==> src/verilog/ahb_om_consts.svh <==
// Shared constants for the AHB output stage
// Bus widths, input port count and the HTRANS code

`ifndef AHB_OM_CONSTS_SVH
`define AHB_OM_CONSTS_SVH

// ----------------------------------------
// Bus widths
// ----------------------------------------
// HADDR width
`define AHB_ADDR_W 32
// HWDATA width
`define AHB_DATA_W 32

// ----------------------------------------
// Input ports
// ----------------------------------------
// Masters sharing the one slave
`define AHB_NUM_PORTS 3
// Bits needed for a port index
`define AHB_PORT_W 2

// Non-sequential transfer, first beat
`define AHB_TRANS_NONSEQ 2'b10

`endif

==> src/verilog/ahb_om_pkg.sv <==
// Types for the AHB output stage
// Vector typedefs for bus fields and the lock tracker states

`include "ahb_om_consts.svh"

package ahb_om_pkg;

  // ----------------------------------------
  // Address and data phase fields
  // ----------------------------------------
  typedef logic [`AHB_ADDR_W-1:0] addr_t;      // HADDR value
  typedef logic [`AHB_DATA_W-1:0] data_t;      // HWDATA value
  typedef logic [1:0]             trans_t;     // HTRANS value
  typedef logic [2:0]             size_t;      // HSIZE value
  typedef logic [2:0]             burst_t;     // HBURST value
  typedef logic [3:0]             master_t;    // HMASTER ID

  // ----------------------------------------
  // Port bookkeeping
  // ----------------------------------------
  typedef logic [`AHB_PORT_W-1:0]    port_id_t;   // Input port index
  typedef logic [`AHB_NUM_PORTS-1:0] port_vec_t;  // One bit per port

  // Locked sequence tracker
  typedef enum logic
  {
    LOCK_IDLE,   // No locked sequence seen
    LOCK_HELD    // Locked sequence in progress
  } lock_state_e;

endpackage
==> src/verilog/ahb_om_addr_stage.sv <==
// Address phase path of the AHB output stage
// Address/control multiplexer and locked-sequence tracker

`timescale 1ns/1ps

`include "ahb_om_consts.svh"

module ahb_om_addr_stage (
  input  logic                 HCLK,          // AHB clock
  input  logic                 HRESETn,       // Sync reset, active low
  input  ahb_om_pkg::port_id_t i_grant,       // Granted port
  input  logic                 i_no_port,     // Nobody granted
  input  logic                 i_hreadymux,   // Transfer completes
  input  logic                 i_sel_p0,      // Port 0 control
  input  ahb_om_pkg::addr_t    i_addr_p0,
  input  ahb_om_pkg::trans_t   i_trans_p0,
  input  logic                 i_write_p0,
  input  ahb_om_pkg::size_t    i_size_p0,
  input  ahb_om_pkg::burst_t   i_burst_p0,
  input  ahb_om_pkg::master_t  i_master_p0,
  input  logic                 i_mastlock_p0,
  input  logic                 i_sel_p1,      // Port 1 control
  input  ahb_om_pkg::addr_t    i_addr_p1,
  input  ahb_om_pkg::trans_t   i_trans_p1,
  input  logic                 i_write_p1,
  input  ahb_om_pkg::size_t    i_size_p1,
  input  ahb_om_pkg::burst_t   i_burst_p1,
  input  ahb_om_pkg::master_t  i_master_p1,
  input  logic                 i_mastlock_p1,
  input  logic                 i_sel_p2,      // Port 2 control
  input  ahb_om_pkg::addr_t    i_addr_p2,
  input  ahb_om_pkg::trans_t   i_trans_p2,
  input  logic                 i_write_p2,
  input  ahb_om_pkg::size_t    i_size_p2,
  input  ahb_om_pkg::burst_t   i_burst_p2,
  input  ahb_om_pkg::master_t  i_master_p2,
  input  logic                 i_mastlock_p2,
  output logic                 o_hsel,        // Slave select
  output ahb_om_pkg::addr_t    o_haddr,       // Slave address
  output ahb_om_pkg::trans_t   o_htrans,      // Transfer type
  output logic                 o_hwrite,      // Direction
  output ahb_om_pkg::size_t    o_hsize,       // Transfer size
  output ahb_om_pkg::burst_t   o_hburst,      // Burst type, passed through
  output ahb_om_pkg::master_t  o_hmaster,     // Master ID
  output logic                 o_hmastlock,   // Locked transfer
  output logic                 o_lock_arb     // Lock seen by the arbiter
);

  ahb_om_pkg::lock_state_e lock_q;     // Tracker state
  ahb_om_pkg::lock_state_e lock_next;  // Next tracker state
  logic                    trans_busy; // NONSEQ or SEQ on the bus

  // ----------------------------------------
  // Address/control multiplexer
  // ----------------------------------------
  always_comb
  begin
    {o_hsel, o_haddr, o_htrans, o_hwrite} = '0;  // Zeros when idle
    {o_hsize, o_hburst, o_hmaster, o_hmastlock} = '0;
    if (!i_no_port)
    begin
      case (i_grant)
        2'd0 :
        begin
          {o_hsel, o_haddr, o_htrans, o_hwrite} = {i_sel_p0, i_addr_p0, i_trans_p0, i_write_p0};
          {o_hsize, o_hburst, o_hmaster, o_hmastlock} =
            {i_size_p0, i_burst_p0, i_master_p0, i_mastlock_p0};
        end
        2'd1 :
        begin
          {o_hsel, o_haddr, o_htrans, o_hwrite} = {i_sel_p1, i_addr_p1, i_trans_p1, i_write_p1};
          {o_hsize, o_hburst, o_hmaster, o_hmastlock} =
            {i_size_p1, i_burst_p1, i_master_p1, i_mastlock_p1};
        end
        2'd2 :
        begin
          {o_hsel, o_haddr, o_htrans, o_hwrite} = {i_sel_p2, i_addr_p2, i_trans_p2, i_write_p2};
          {o_hsize, o_hburst, o_hmaster, o_hmastlock} =
            {i_size_p2, i_burst_p2, i_master_p2, i_mastlock_p2};
        end
        default : ;                      // Unused index, stay zero
      endcase
    end
  end

  // ----------------------------------------
  // Locked-sequence tracker
  // ----------------------------------------
  // NONSEQ and SEQ both carry bit 1, IDLE and BUSY do not
  assign trans_busy = |(o_htrans & `AHB_TRANS_NONSEQ);

  always_comb
  begin
    lock_next = lock_q;
    if (o_hsel && trans_busy && o_hmastlock)
      lock_next = ahb_om_pkg::LOCK_HELD;     // Locked beat started here
    else if (!o_hmastlock)
      lock_next = ahb_om_pkg::LOCK_IDLE;     // Sequence over
  end

  always_ff @(posedge HCLK)
  begin
    if (!HRESETn)
      lock_q <= ahb_om_pkg::LOCK_IDLE;
    else if (i_hreadymux)
      lock_q <= lock_next;                   // Frozen under wait states
  end

  // Keep the lock even while the master briefly deselects the slave
  assign o_lock_arb = o_hmastlock & ((lock_q == ahb_om_pkg::LOCK_HELD) | o_hsel);

endmodule

==> src/verilog/ahb_om_arbiter.sv <==
// Round-robin arbiter for the AHB output stage
// Request forming, grant and no_port registers, active decode

`timescale 1ns/1ps

`include "ahb_om_consts.svh"

module ahb_om_arbiter (
  input  logic                  HCLK,         // AHB clock
  input  logic                  HRESETn,      // Sync reset, active low
  input  ahb_om_pkg::port_vec_t i_sel,        // Per-port HSEL
  input  ahb_om_pkg::port_vec_t i_held_tran,  // Per-port pending transfer
  input  logic                  i_lock_arb,   // Locked sequence, hold grant
  input  logic                  i_hreadymux,  // Transfer completes
  output ahb_om_pkg::port_id_t  o_grant,      // Address phase port
  output logic                  o_no_port,    // Nobody granted
  output ahb_om_pkg::port_vec_t o_active      // One-hot active per port
);

  // Highest port index, wrap point of the search
  localparam ahb_om_pkg::port_id_t last_port =
    ahb_om_pkg::port_id_t'(`AHB_NUM_PORTS - 1);

  ahb_om_pkg::port_vec_t req;           // Qualified requests
  ahb_om_pkg::port_id_t  grant_q;       // Registered grant
  logic                  no_port_q;     // Registered no-port flag
  ahb_om_pkg::port_id_t  next_grant;    // Search result
  logic                  next_no_port;  // No request found

  // ----------------------------------------
  // Request forming
  // ----------------------------------------
  assign req = i_sel & i_held_tran;     // Selected and holding a transfer

  // ----------------------------------------
  // Round-robin search
  // ----------------------------------------
  // Start after the last granted port and take the first requester
  always_comb
  begin : p_rr_search
    ahb_om_pkg::port_id_t cand;         // Port under test
    next_grant   = grant_q;             // Hold by default
    next_no_port = 1'b1;
    cand         = grant_q;
    for (int k = 0; k < `AHB_NUM_PORTS; k++)
    begin
      cand = (cand == last_port) ? '0 : cand + 1'b1;  // Wrap to port 0
      if (next_no_port && req[cand])
      begin
        next_grant   = cand;            // First hit wins
        next_no_port = 1'b0;
      end
    end
  end

  // ----------------------------------------
  // Grant registers
  // ----------------------------------------
  always_ff @(posedge HCLK)
  begin
    if (!HRESETn)
    begin
      grant_q   <= last_port;           // First search begins at port 0
      no_port_q <= 1'b1;
    end
    else if (i_hreadymux && !i_lock_arb)
    begin
      grant_q   <= next_grant;          // Unchanged when no request
      no_port_q <= next_no_port;
    end
  end

  // Active decode, only while a port is granted
  always_comb
  begin
    o_active = '0;
    if (!no_port_q)
    begin
      case (grant_q)
        2'd0    : o_active = 3'b001;
        2'd1    : o_active = 3'b010;
        2'd2    : o_active = 3'b100;
        default : o_active = '0;        // Unused index
      endcase
    end
  end

  assign o_grant   = grant_q;
  assign o_no_port = no_port_q;

endmodule

==> src/verilog/ahb_om_data_stage.sv <==
// Data phase path of the AHB output stage
// Data port register, HWDATA multiplexer and HREADYMUX generation

`timescale 1ns/1ps

module ahb_om_data_stage (
  input  logic                 HCLK,         // AHB clock
  input  logic                 HRESETn,      // Sync reset, active low
  input  ahb_om_pkg::port_id_t i_grant,      // Address phase port
  input  logic                 i_hsel,       // Slave selected this phase
  input  logic                 i_hreadyout,  // Slave ready
  input  ahb_om_pkg::data_t    i_wdata_p0,   // Port 0 write data
  input  ahb_om_pkg::data_t    i_wdata_p1,   // Port 1 write data
  input  ahb_om_pkg::data_t    i_wdata_p2,   // Port 2 write data
  output ahb_om_pkg::data_t    o_hwdata,     // Slave write data
  output logic                 o_hreadymux   // Transfer done
);

  ahb_om_pkg::port_id_t data_port_q;  // Port owning the data phase
  logic                 slave_sel_q;  // Slave selected in last address phase
  logic                 hreadymux;    // Internal ready

  // ----------------------------------------
  // Data phase registers
  // ----------------------------------------
  // Address phase becomes data phase at each completed transfer
  always_ff @(posedge HCLK)
  begin
    if (!HRESETn)
    begin
      data_port_q <= '0;
      slave_sel_q <= 1'b0;              // No data phase pending
    end
    else if (hreadymux)
    begin
      data_port_q <= i_grant;
      slave_sel_q <= i_hsel;
    end
  end

  // ----------------------------------------
  // Write data multiplexer
  // ----------------------------------------
  always_comb
  begin
    case (data_port_q)
      2'd0    : o_hwdata = i_wdata_p0;
      2'd1    : o_hwdata = i_wdata_p1;
      2'd2    : o_hwdata = i_wdata_p2;
      default : o_hwdata = '0;          // Unused index
    endcase
  end

  // Slave ready only counts when it owns the data phase
  assign hreadymux = slave_sel_q ? i_hreadyout : 1'b1;

  assign o_hreadymux = hreadymux;

endmodule

==> src/verilog/ahb_om_output_stage.sv <==
// AHB output stage top level
// Three input ports share one slave through arbiter, address and data stages

`timescale 1ns/1ps

module ahb_om_output_stage (
  input  logic                HCLK,            // AHB clock
  input  logic                HRESETn,         // Sync reset, active low
  input  logic                i_sel_p0,        // Port 0
  input  logic                i_held_tran_p0,
  input  ahb_om_pkg::addr_t   i_addr_p0,
  input  ahb_om_pkg::trans_t  i_trans_p0,
  input  logic                i_write_p0,
  input  ahb_om_pkg::size_t   i_size_p0,
  input  ahb_om_pkg::burst_t  i_burst_p0,
  input  ahb_om_pkg::master_t i_master_p0,
  input  logic                i_mastlock_p0,
  input  ahb_om_pkg::data_t   i_wdata_p0,
  input  logic                i_sel_p1,        // Port 1
  input  logic                i_held_tran_p1,
  input  ahb_om_pkg::addr_t   i_addr_p1,
  input  ahb_om_pkg::trans_t  i_trans_p1,
  input  logic                i_write_p1,
  input  ahb_om_pkg::size_t   i_size_p1,
  input  ahb_om_pkg::burst_t  i_burst_p1,
  input  ahb_om_pkg::master_t i_master_p1,
  input  logic                i_mastlock_p1,
  input  ahb_om_pkg::data_t   i_wdata_p1,
  input  logic                i_sel_p2,        // Port 2
  input  logic                i_held_tran_p2,
  input  ahb_om_pkg::addr_t   i_addr_p2,
  input  ahb_om_pkg::trans_t  i_trans_p2,
  input  logic                i_write_p2,
  input  ahb_om_pkg::size_t   i_size_p2,
  input  ahb_om_pkg::burst_t  i_burst_p2,
  input  ahb_om_pkg::master_t i_master_p2,
  input  logic                i_mastlock_p2,
  input  ahb_om_pkg::data_t   i_wdata_p2,
  input  logic                i_hreadyout,     // Slave ready
  output logic                o_hsel,          // Slave address/control
  output ahb_om_pkg::addr_t   o_haddr,
  output ahb_om_pkg::trans_t  o_htrans,
  output logic                o_hwrite,
  output ahb_om_pkg::size_t   o_hsize,
  output ahb_om_pkg::burst_t  o_hburst,
  output ahb_om_pkg::master_t o_hmaster,
  output logic                o_hmastlock,
  output ahb_om_pkg::data_t   o_hwdata,        // Slave write data
  output logic                o_hreadymux,     // Transfer done
  output logic                o_active_p0,     // Port 0 owns address phase
  output logic                o_active_p1,
  output logic                o_active_p2
);

  ahb_om_pkg::port_id_t  grant;      // Granted port
  logic                  no_port;    // Nobody granted
  logic                  lock_arb;   // Hold grant for locked sequence
  logic                  hreadymux;  // Completed transfer strobe
  ahb_om_pkg::port_vec_t active;     // One-hot active

  // ----------------------------------------
  // Decode: arbitration
  // ----------------------------------------
  ahb_om_arbiter u_arbiter (
    .HCLK, .HRESETn,
    .i_sel       ({i_sel_p2, i_sel_p1, i_sel_p0}),
    .i_held_tran ({i_held_tran_p2, i_held_tran_p1, i_held_tran_p0}),
    .i_lock_arb  (lock_arb),
    .i_hreadymux (hreadymux),
    .o_grant     (grant),
    .o_no_port   (no_port),
    .o_active    (active)
  );

  // ----------------------------------------
  // Execute: address phase
  // ----------------------------------------
  ahb_om_addr_stage u_addr_stage (
    .HCLK, .HRESETn,
    .i_grant (grant), .i_no_port (no_port), .i_hreadymux (hreadymux),
    .i_sel_p0, .i_addr_p0, .i_trans_p0, .i_write_p0,
    .i_size_p0, .i_burst_p0, .i_master_p0, .i_mastlock_p0,
    .i_sel_p1, .i_addr_p1, .i_trans_p1, .i_write_p1,
    .i_size_p1, .i_burst_p1, .i_master_p1, .i_mastlock_p1,
    .i_sel_p2, .i_addr_p2, .i_trans_p2, .i_write_p2,
    .i_size_p2, .i_burst_p2, .i_master_p2, .i_mastlock_p2,
    .o_hsel, .o_haddr, .o_htrans, .o_hwrite,
    .o_hsize, .o_hburst, .o_hmaster, .o_hmastlock,
    .o_lock_arb (lock_arb)
  );

  // Result: data phase and ready
  ahb_om_data_stage u_data_stage (
    .HCLK, .HRESETn,
    .i_grant     (grant),
    .i_hsel      (o_hsel),
    .i_hreadyout,
    .i_wdata_p0, .i_wdata_p1, .i_wdata_p2,
    .o_hwdata,
    .o_hreadymux (hreadymux)
  );

  assign o_hreadymux = hreadymux;
  assign {o_active_p2, o_active_p1, o_active_p0} = active;  // Split per port

endmodule

==> config.mk <==
export PLATFORM = sky130hd
export DESIGN_NAME = ahb_om_output_stage
export DESIGN_NICKNAME = d
export VERILOG_FILES = /design/src/verilog/ahb_om_pkg.sv /design/src/verilog/ahb_om_addr_stage.sv /design/src/verilog/ahb_om_arbiter.sv /design/src/verilog/ahb_om_data_stage.sv /design/src/verilog/ahb_om_output_stage.sv
export VERILOG_INCLUDE_DIRS = /design/src /design/src/verilog
export SDC_FILE = /design/constraint.sdc
export NUM_CORES = 1
export LEC_CHECK = 0
export BUFFER_PORTS_ARGS = -buffer_cell sky130_fd_sc_hd__clkbuf_2
export CAP_MARGIN = 20
export CORE_AREA = 5 5 123 125
export CTS_CLUSTER_DIAMETER = 40
export CTS_CLUSTER_SIZE = 16
export DETAILED_ROUTE_END_ITERATION = 10
export DIE_AREA = 0 0 128 130
export PLACE_DENSITY = 0.53
export RECOVER_POWER = 50
export SETUP_SLACK_MARGIN = 0.4
export SLEW_MARGIN = 0
export SYNTH_ARGS = -nofsm -noshare
export SYNTH_HDL_FRONTEND = slang
export SYNTH_SLANG_ARGS = --single-unit
==> constraint.sdc <==
create_clock -name HCLK -period 5 [get_ports HCLK]
set_input_delay 1 -clock HCLK [delete_from_list [all_inputs] [get_ports HCLK]]
set_output_delay 1 -clock HCLK [all_outputs]
set_load 0.1 [all_outputs]
# Yosys cells after proc, flatten, opt, wreduce, memory -nomap -nowiden

Cells that the tools add are included.
W data, S select, Z words.

Add/subtract/negate cells: 3
$lt $le $gt $ge: 3
Eq/ne operators: 7
Mux-type cells: 37
Bitwise logic cells: 3
Reduce and logical (&&, ||, !) cells: 11

Operators with widths:

| operator              | count |
|---|---|
| $pmux W32 S3          | 2 |
| $mux W32              | 1 |
| $pmux W3 S3           | 3 |
| $mux W2               | 7 |
| $mux W1               | 12 |
| $pmux W4 S3           | 1 |
| $lt A2 B3 Y1 const B  | 3 |
| $mux W3               | 3 |
| $pmux W1 S3           | 3 |
| $eq A2 B2 Y1 const B  | 4 |
| $add A2 B1 Y2 const B | 3 |
| $bmux W1 S2           | 3 |
| $pmux W2 S3           | 1 |
| $logic_and A1 B1 Y1   | 5 |
| $eq A2 B1 Y1 const B  | 2 |
| $logic_not A2 Y1      | 2 |
| $mux W4               | 1 |
| $reduce_and A2 Y1     | 2 |
| $and A3 B3 Y3         | 1 |
| $reduce_bool A3 Y1    | 1 |
| $ne A2 B2 Y1 const B  | 1 |
| $and A1 B1 Y1         | 1 |
| $logic_not A1 Y1      | 1 |
| $or A1 B1 Y1          | 1 |

Bits in registers: 7
Output and inout port bits: 83

# Logic depth before layout (Yosys ltp)

Gate-level depths: netlist of run 1.

Depth after elaboration: 11
Mapped depth: 7
Mapped depth without buffers: 4

# Modules after synthesis

From an unflattened synthesis of run 1, not the netlist that was laid out.

Cell total of the unflattened synthesis: 356
Area, all modules: 2297.2 um2

By module, submodules not included:

| module            | times used | cells each | area an instance (um2) | seq. area each (um2) |
|---|---|---|---|---|
| ahb_om_addr_stage | 1          | 216        | 1260.0                 | 20.0 |
| ahb_om_data_stage | 1          | 118        | 848.3                  | 60.1 |
| ahb_om_arbiter    | 1          | 22         | 188.9                  | 60.1 |

# Worst setup path after synthesis of run 1

Ideal clock, no wire load.

Path type: input to output
Start point: input port i_sel_p0
End point: output port o_hsel
Data arrival time: 3.526 ns
Required time: 4.000 ns
Path slack: 0.474 ns
Stages: 3
Path buffers: 0
Path through: mux2_4 a22oi_1 a211oi_1

Cells in the longest elaborated chain, start to end: 2

Ends and longest elaborated chain:

| what        | line                      | RTL |
|---|---|---|
| from (decl) | ahb_om_output_stage.sv:9  | `input logic i_sel_p0,` |
| $pmux W1 S3 | ahb_om_addr_stage.sv:62   | `case (i_grant)` |
| $mux W1     | ahb_om_addr_stage.sv:60   | `if (!i_no_port)` |
| to (decl)   | ahb_om_output_stage.sv:40 | `output logic o_hsel,` |

No other way between the ends.

# Worst setup path in the final report of run 1

Start point: register u_data_stage.data_port_q[1]
End point: output port o_hwdata[8]

Cells in the longest elaborated chain, start to end: 2

Ends and longest elaborated chain:

| what                                       | line                      | RTL |
|---|---|---|
| from (decl)                                | ahb_om_data_stage.sv:19   | `ahb_om_pkg::port_id_t data_port_q;` |
| from (signal assigned)                     | ahb_om_data_stage.sv:36   | `data_port_q <= i_grant;` |
| $eq A2 B2 Y1, or another cell as far along | ahb_om_data_stage.sv:46   | `case (data_port_q)` |
| $pmux W32 S3 *                             | ahb_om_data_stage.sv:46   |  |
| to (decl)                                  | ahb_om_output_stage.sv:48 | `output ahb_om_pkg::data_t o_hwdata,` |

Every way passes the cells marked *; elsewhere a longest branch is shown, timed or not.

==> results of run 1 <==
final timing paths:
kind | startpoint | cells past startpoint | end | slack (ns)
max | u_data_stage.data_port_q[1] | 4 | o_hwdata[8] | 0.84
min reg2reg | u_addr_stage.lock_q | 1 | u_addr_stage.lock_q | 0.55
min | u_addr_stage.lock_q | 1 | u_addr_stage.lock_q | 0.55
max reg2reg | u_arbiter.o_grant[0] | 5 | u_arbiter.o_grant[1] | 1.91
stage by stage:
| stage | power (mW) | setup slack [ns] |
|---|---|---|
| after detailed placement | 1.03 | 1.64 |
| after floorplan | 0.806 | 0.474 |
| after global placement | 1.03 | 1.64 |
| after CTS | 1.17 | 1.39 |
| after global routing | 1.20 | 0.687 |
| final | 1.14 | 0.836 |
layout make-up:
cell class,count,area share [%]
Clock buffer,4,1.98
Inverter,4,0.377
Multi-Input combinational cell,316,47.4
Sequential cell,7,3.58
Tap cell,180,5.65
Timing Repair Buffer,332,41.0
cell usage after synthesis:
master and number:
mux2_2 1, dfxtp_1 7, nand3_1 1, and3_1 1, inv_1 3, buf_2 13
nand2_1 38, a21oi_1 49, clkbuf_1 20, a211oi_1 2, a32oi_1 1, mux2i_1 76
buf_1 1, nor2_1 91, a221o_1 1, o21ai_0 33, a221oi_1 1, nor4_1 2
nor2b_1 3, nor3_1 3, mux2_1 1, or3_1 1, o31ai_1 3, buf_6 1
o221a_2 1, mux2_4 1, inv_2 1, and3b_1 1, a22oi_1 3, a221oi_4 1
o21a_1 1
cells in the final DEF (no fill, tap or decap), types with 3 or more instances in the layout:
master     netlist  final
dfxtp_1          7      5
nor3_1           3      3
clkbuf_16        0      3
inv_1            3      3
nand2_1         38     38
mux2i_1         76     76
o21ai_0         33     33
a22oi_1          3      3
a21oi_1         49     49
clkbuf_1        20     38
nor2_1          91     91
o31ai_1          3      3
buf_4            0      7
clkbuf_2         0    288
state kept, by name, summed over array words and instances, names as in the netlist:
register / count
u_arbiter.o_grant: 2
u_addr_stage.lock_q: 1
u_arbiter.o_no_port: 1
u_data_stage.slave_sel_q: 1
u_data_stage.data_port_q: 2
report_power, final:
part / total, mW / leakage [nW] / internal (mW) / switching (mW)
Clock: 0.137 / 0.0382 / 0.106 / 0.0306
Combinational: 0.914 / 1.98 / 0.206 / 0.708
Sequential: 0.0921 / 0.0574 / 0.0610 / 0.0311
Total: 1.14 / 2.08 / 0.373 / 0.770
critical path, stage by stage, from the launching register on:
cell      delay, ns
dfxtp_1        1.44
buf_4          0.36
mux2i_1        0.08
o21ai_0        0.14
clkbuf_1       0.89
layer usage:
layer	vias up	part of all wire, %	global-route usage [%]	routed length [um]
met3	8	12	5.16	1670
met2	211	52	27.7	6950
met4	0	0.93	2.87	125
met5	-	0	0	0
met1	1584	35	15.2	4730
li1	1860	-	-	-
cells by family after synthesis:
family                 count (synthesis)  synth area share (%)
buffers and inverters                 39                  7.70
flip-flops                             7                  6.35
multiplexers                          79                  36.1
AO/OA/AOI/OAI                         96                  24.6
AND/OR/NAND/NOR                      141                  25.2
==> impl_metrics.csv, run 1 <==
group,metric,value,unit
timing,finClkSkew,0.000392,ns
clocking,numCtsBuffers,3,
yosys,synth_cells,362,
drt,drt-initial-drc-count,85,
yosys,yosysTopAreaCell,"mux2i_1",
drt,wl,13500,um
setup_path,crit_type,"reg2out",
status,violations,"max-capacitance violations, max-slew violations",
floorplan,core_area,13800,um2
yosys,ys_seq_area_share,6.35,%
yosys,synth_area,2210,um2
timing,setup_violations,0,
finish,multi_input_area,1890,um2
status,status,"finished with violations",
power_and_ir_drop,p_leak,2.08,nW
clocking,cts_root_buffer,"clkbuf_16",
clocking,postCtsSetupBuffers,0,
finish,regArea,143,um2
setup_path,cp-start-kind,"flip-flop",
setup_path,path_max_fanout,29,
finish,fin_cells,843,
placement,place_congestion,0.796,
yosys,ys_types,31,
floorplan,dieHeight,130,um
floorplan,die-area,16600,um2
timing,rsz0062_at_grt,"no",
yosys,synth.top_cells.by_area,"mux2i_1 34%, nor2_1 15%, a21oi_1 11%, o21ai_0 7.5%, nand2_1 6.5%",
clocking,insertion_delay,0.23,ns
timing,finalHoldViolCount,0,
drt,dr_total_vias,3663,
drt,firstDrtPassIters,4,
hold_path,hold_class,"reg2reg",
placement,dp_hpwl,11600,um
timing,maxSlewHeadroom,-13.2,%
timing,post-route-period-util,83.3,%
floorplan,die_x,128,um
job,drv_cap,1,
finish,drive_gt1_share,46.2,%
setup_path,endpoint_kind,"output pin",
grt,grt_pass1_wl,19300,um
finish,antenna_cells,0,
power_and_ir_drop,vdd_drop_max,98.6,uV
floorplan,initial_core_util,16.0,%
timing,min_period,4.16,ns
yosys,synth_warnings,0,
timing,whs,0.553,ns
yosys,ys_seq_elements,7,
drt,wire_per_inst,16.0,um
finish,postLayoutCellArea,3990,um2
setup_path,critical_path_arrival,3.16,ns
grt,grtUsageTotal,14.4,%
timing,setup_tns,0,ns
timing,worstMarginPinSlew,1.70,ns
grt,overflow,0,
drt,vias_per_cell,4.35,
placement,portBuffers,325,
timing,fmax,240,MHz
clocking,cts_sinks,7,
clocking,cts.path.max_buffers,2,
finish,final_nets,907,
drt,ant_nets,0,
clocking,cts_tree,"built",
yosys,syn_area_per_cell,6.10,um2
floorplan,io-pin-count,326,
placement,dp_cells,839,
grt,grt_pass1_vias,3759,
setup_path,critPathRequiredTime,4.00,ns
clocking,cts_max_level,1,
timing,timing.final.max_slew_violations,30,
clocking,path_clk_slew,0.04,ns
clocking,hold_buffers,0,
yosys,syn-num-nets,605,
clocking,cts_resized,0,
yosys,synth_top_area_share,34.4,%
grt,antenna_found_initial,0,
finish,post-route-util,28.9,%
grt,grt_max_degree,54,
placement,dpl_cell_area,3970,um2
drt,drcViolationCount,0,
power_and_ir_drop,power_density,287,nW/um2
finish,fillers,1666,
floorplan,rows,43,
finish,syn_to_final_growth,80.5,%
Note: power is estimated with default switching activity, not from simulation.
==> run 2, diff against run 1 <==
clock period = 4.3 ns   (was 5 ns; I/O delays follow)
==> impl_metrics.csv, run 2 (same netlist as run 1, synthesis figures left out) <==
group,metric,value,unit
finish,post-route-util,29.1,%
drt,topRoutingLayerUsed,"met4",
finish,regArea,144,um2
clocking,cts_sinks,7,
power_and_ir_drop,p_leak,2.14,nW
timing,worstMarginPinSlew,1.22,ns
finish,fillers,1631,
clocking,cts_root_buffer,"clkbuf_16",
timing,fmax,268,MHz
grt,grt_max_degree,54,
timing,finalHoldViolCount,0,
placement,place_congestion,0.853,
floorplan,die_x,128,um
timing,timing.final.max_slew_violations,0,
status,status,"complete, no violations",
finish,multi_input_area,1890,um2
timing,min_period,3.74,ns
placement,dp_hpwl,10400,um
clocking,cts_max_level,1,
floorplan,io-pin-count,326,
power_and_ir_drop,power.total,1.33,mW
timing,maxSlewHeadroom,18.9,%
setup_path,cp-start-kind,"flip-flop",
grt,grtUsageTotal,13.0,%
clocking,cts_resized,0,
setup_path,crit_type,"reg2out",
clocking,hold_buffers,0,
finish,layout_common_cells,"308 x clkbuf_2, 91 x nor2_1, 76 x mux2i_1, 49 x a21oi_1, 38 x nand2_1",
clocking,cts_tree,"built",
drt,met2_length,6280,um
setup_path,critical_path_arrival,2.88,ns
timing,setup_tns,0,ns
drt,vias_per_cell,4.27,
placement,portBuffers,325,
drt,wl,12100,um
clocking,numCtsBuffers,3,
power_and_ir_drop,vdd_drop_max,116,uV
floorplan,die-area,16600,um2
timing,finClkSkew,0.00264,ns
clocking,insertion_delay,0.23,ns
setup_path,path_max_fanout,42,
setup_path,endpoint_kind,"output pin",
floorplan,dieHeight,130,um
grt,antenna_found_initial,0,
finish,syn_to_final_growth,81.8,%
drt,wire_per_inst,14.3,um
timing,post-route-period-util,86.9,%
drt,dr_total_vias,3600,
drt,met3_length,1320,um
grt,overflow,0,
clocking,path_clk_slew,0.04,ns
clocking,cts.path.max_buffers,2,
clocking,postCtsSetupBuffers,0,
floorplan,rows,43,
finish,final_nets,907,
drt,drcViolationCount,0,
job,drv_cap,0,
drt,ant_nets,0,
finish,antenna_cells,0,
grt,grt_pass1_vias,3674,
hold_path,hold_class,"reg2reg",
timing,setup_violations,0,
drt,firstDrtPassIters,4,
timing,rsz0062_at_grt,"no",
floorplan,initial_core_util,16.0,%
floorplan,core_area,13800,um2
power_and_ir_drop,power_density,331,nW/um2
drt,drt-met1-wl,4450,um
finish,drive_gt1_share,49.3,%
finish,layout_commonest_cell,"clkbuf_2",
grt,grt_pass1_wl,18000,um
drt,drt-initial-drc-count,65,
setup_path,critPathRequiredTime,3.44,ns
==> run 2: worst max-delay path, stage by stage, from the launching register on <==
cell	delay [ns]
dfxtp_1	0.60
nor2b_4	0.89
a21oi_1	0.15
nor2_1	0.11
clkbuf_1	0.88
==> run 2: area by class of cell <==
class / count / area share, %
multi-input combinational: 316 / 47.2
timing repair buffer: 332 / 41.3
inverter: 4 / 0.374
sequential: 7 / 3.58
tap: 180 / 5.61
clock buffer: 4 / 1.96
==> run 2: final timing paths <==
kind                             start                    to  slack [ns]  cells past startpoint
setup / recovery  u_arbiter.o_grant[0]          o_hmaster[1]        0.56                      4
hold / removal     u_addr_stage.lock_q   u_addr_stage.lock_q        0.55                      1
setup reg to reg  u_arbiter.o_grant[0]  u_arbiter.o_grant[1]        1.67                      4
hold reg to reg    u_addr_stage.lock_q   u_addr_stage.lock_q        0.55                      1
==> run 2: metrics by stage <==
stage,cells,hold WS (ns),worst slack (ns),instance area [um2]
2_1_floorplan,362,0.481,0.402,2210
3_3_place_gp,839,0.603,1.16,3980
3_5_place_dp,839,0.576,1.15,3980
4_1_cts,843,0.607,0.904,4060
5_1_grt,843,0.553,0.352,4010
6_report,843,0.552,0.563,4010
==> run 2: layer usage <==
metal  vias up  track usage [%]
li1       1860                -
met1      1542             13.9
met2       194             25.9
met3         4             3.64
met4         0             1.50
met5         -                0
==> run 2: report_power, final <==
| part | internal, mW | switching [mW] |
|---|---|---|
| logic | 0.246 | 0.822 |
| registers | 0.0712 | 0.0282 |
| clock network | 0.123 | 0.0359 |
| total | 0.441 | 0.886 |
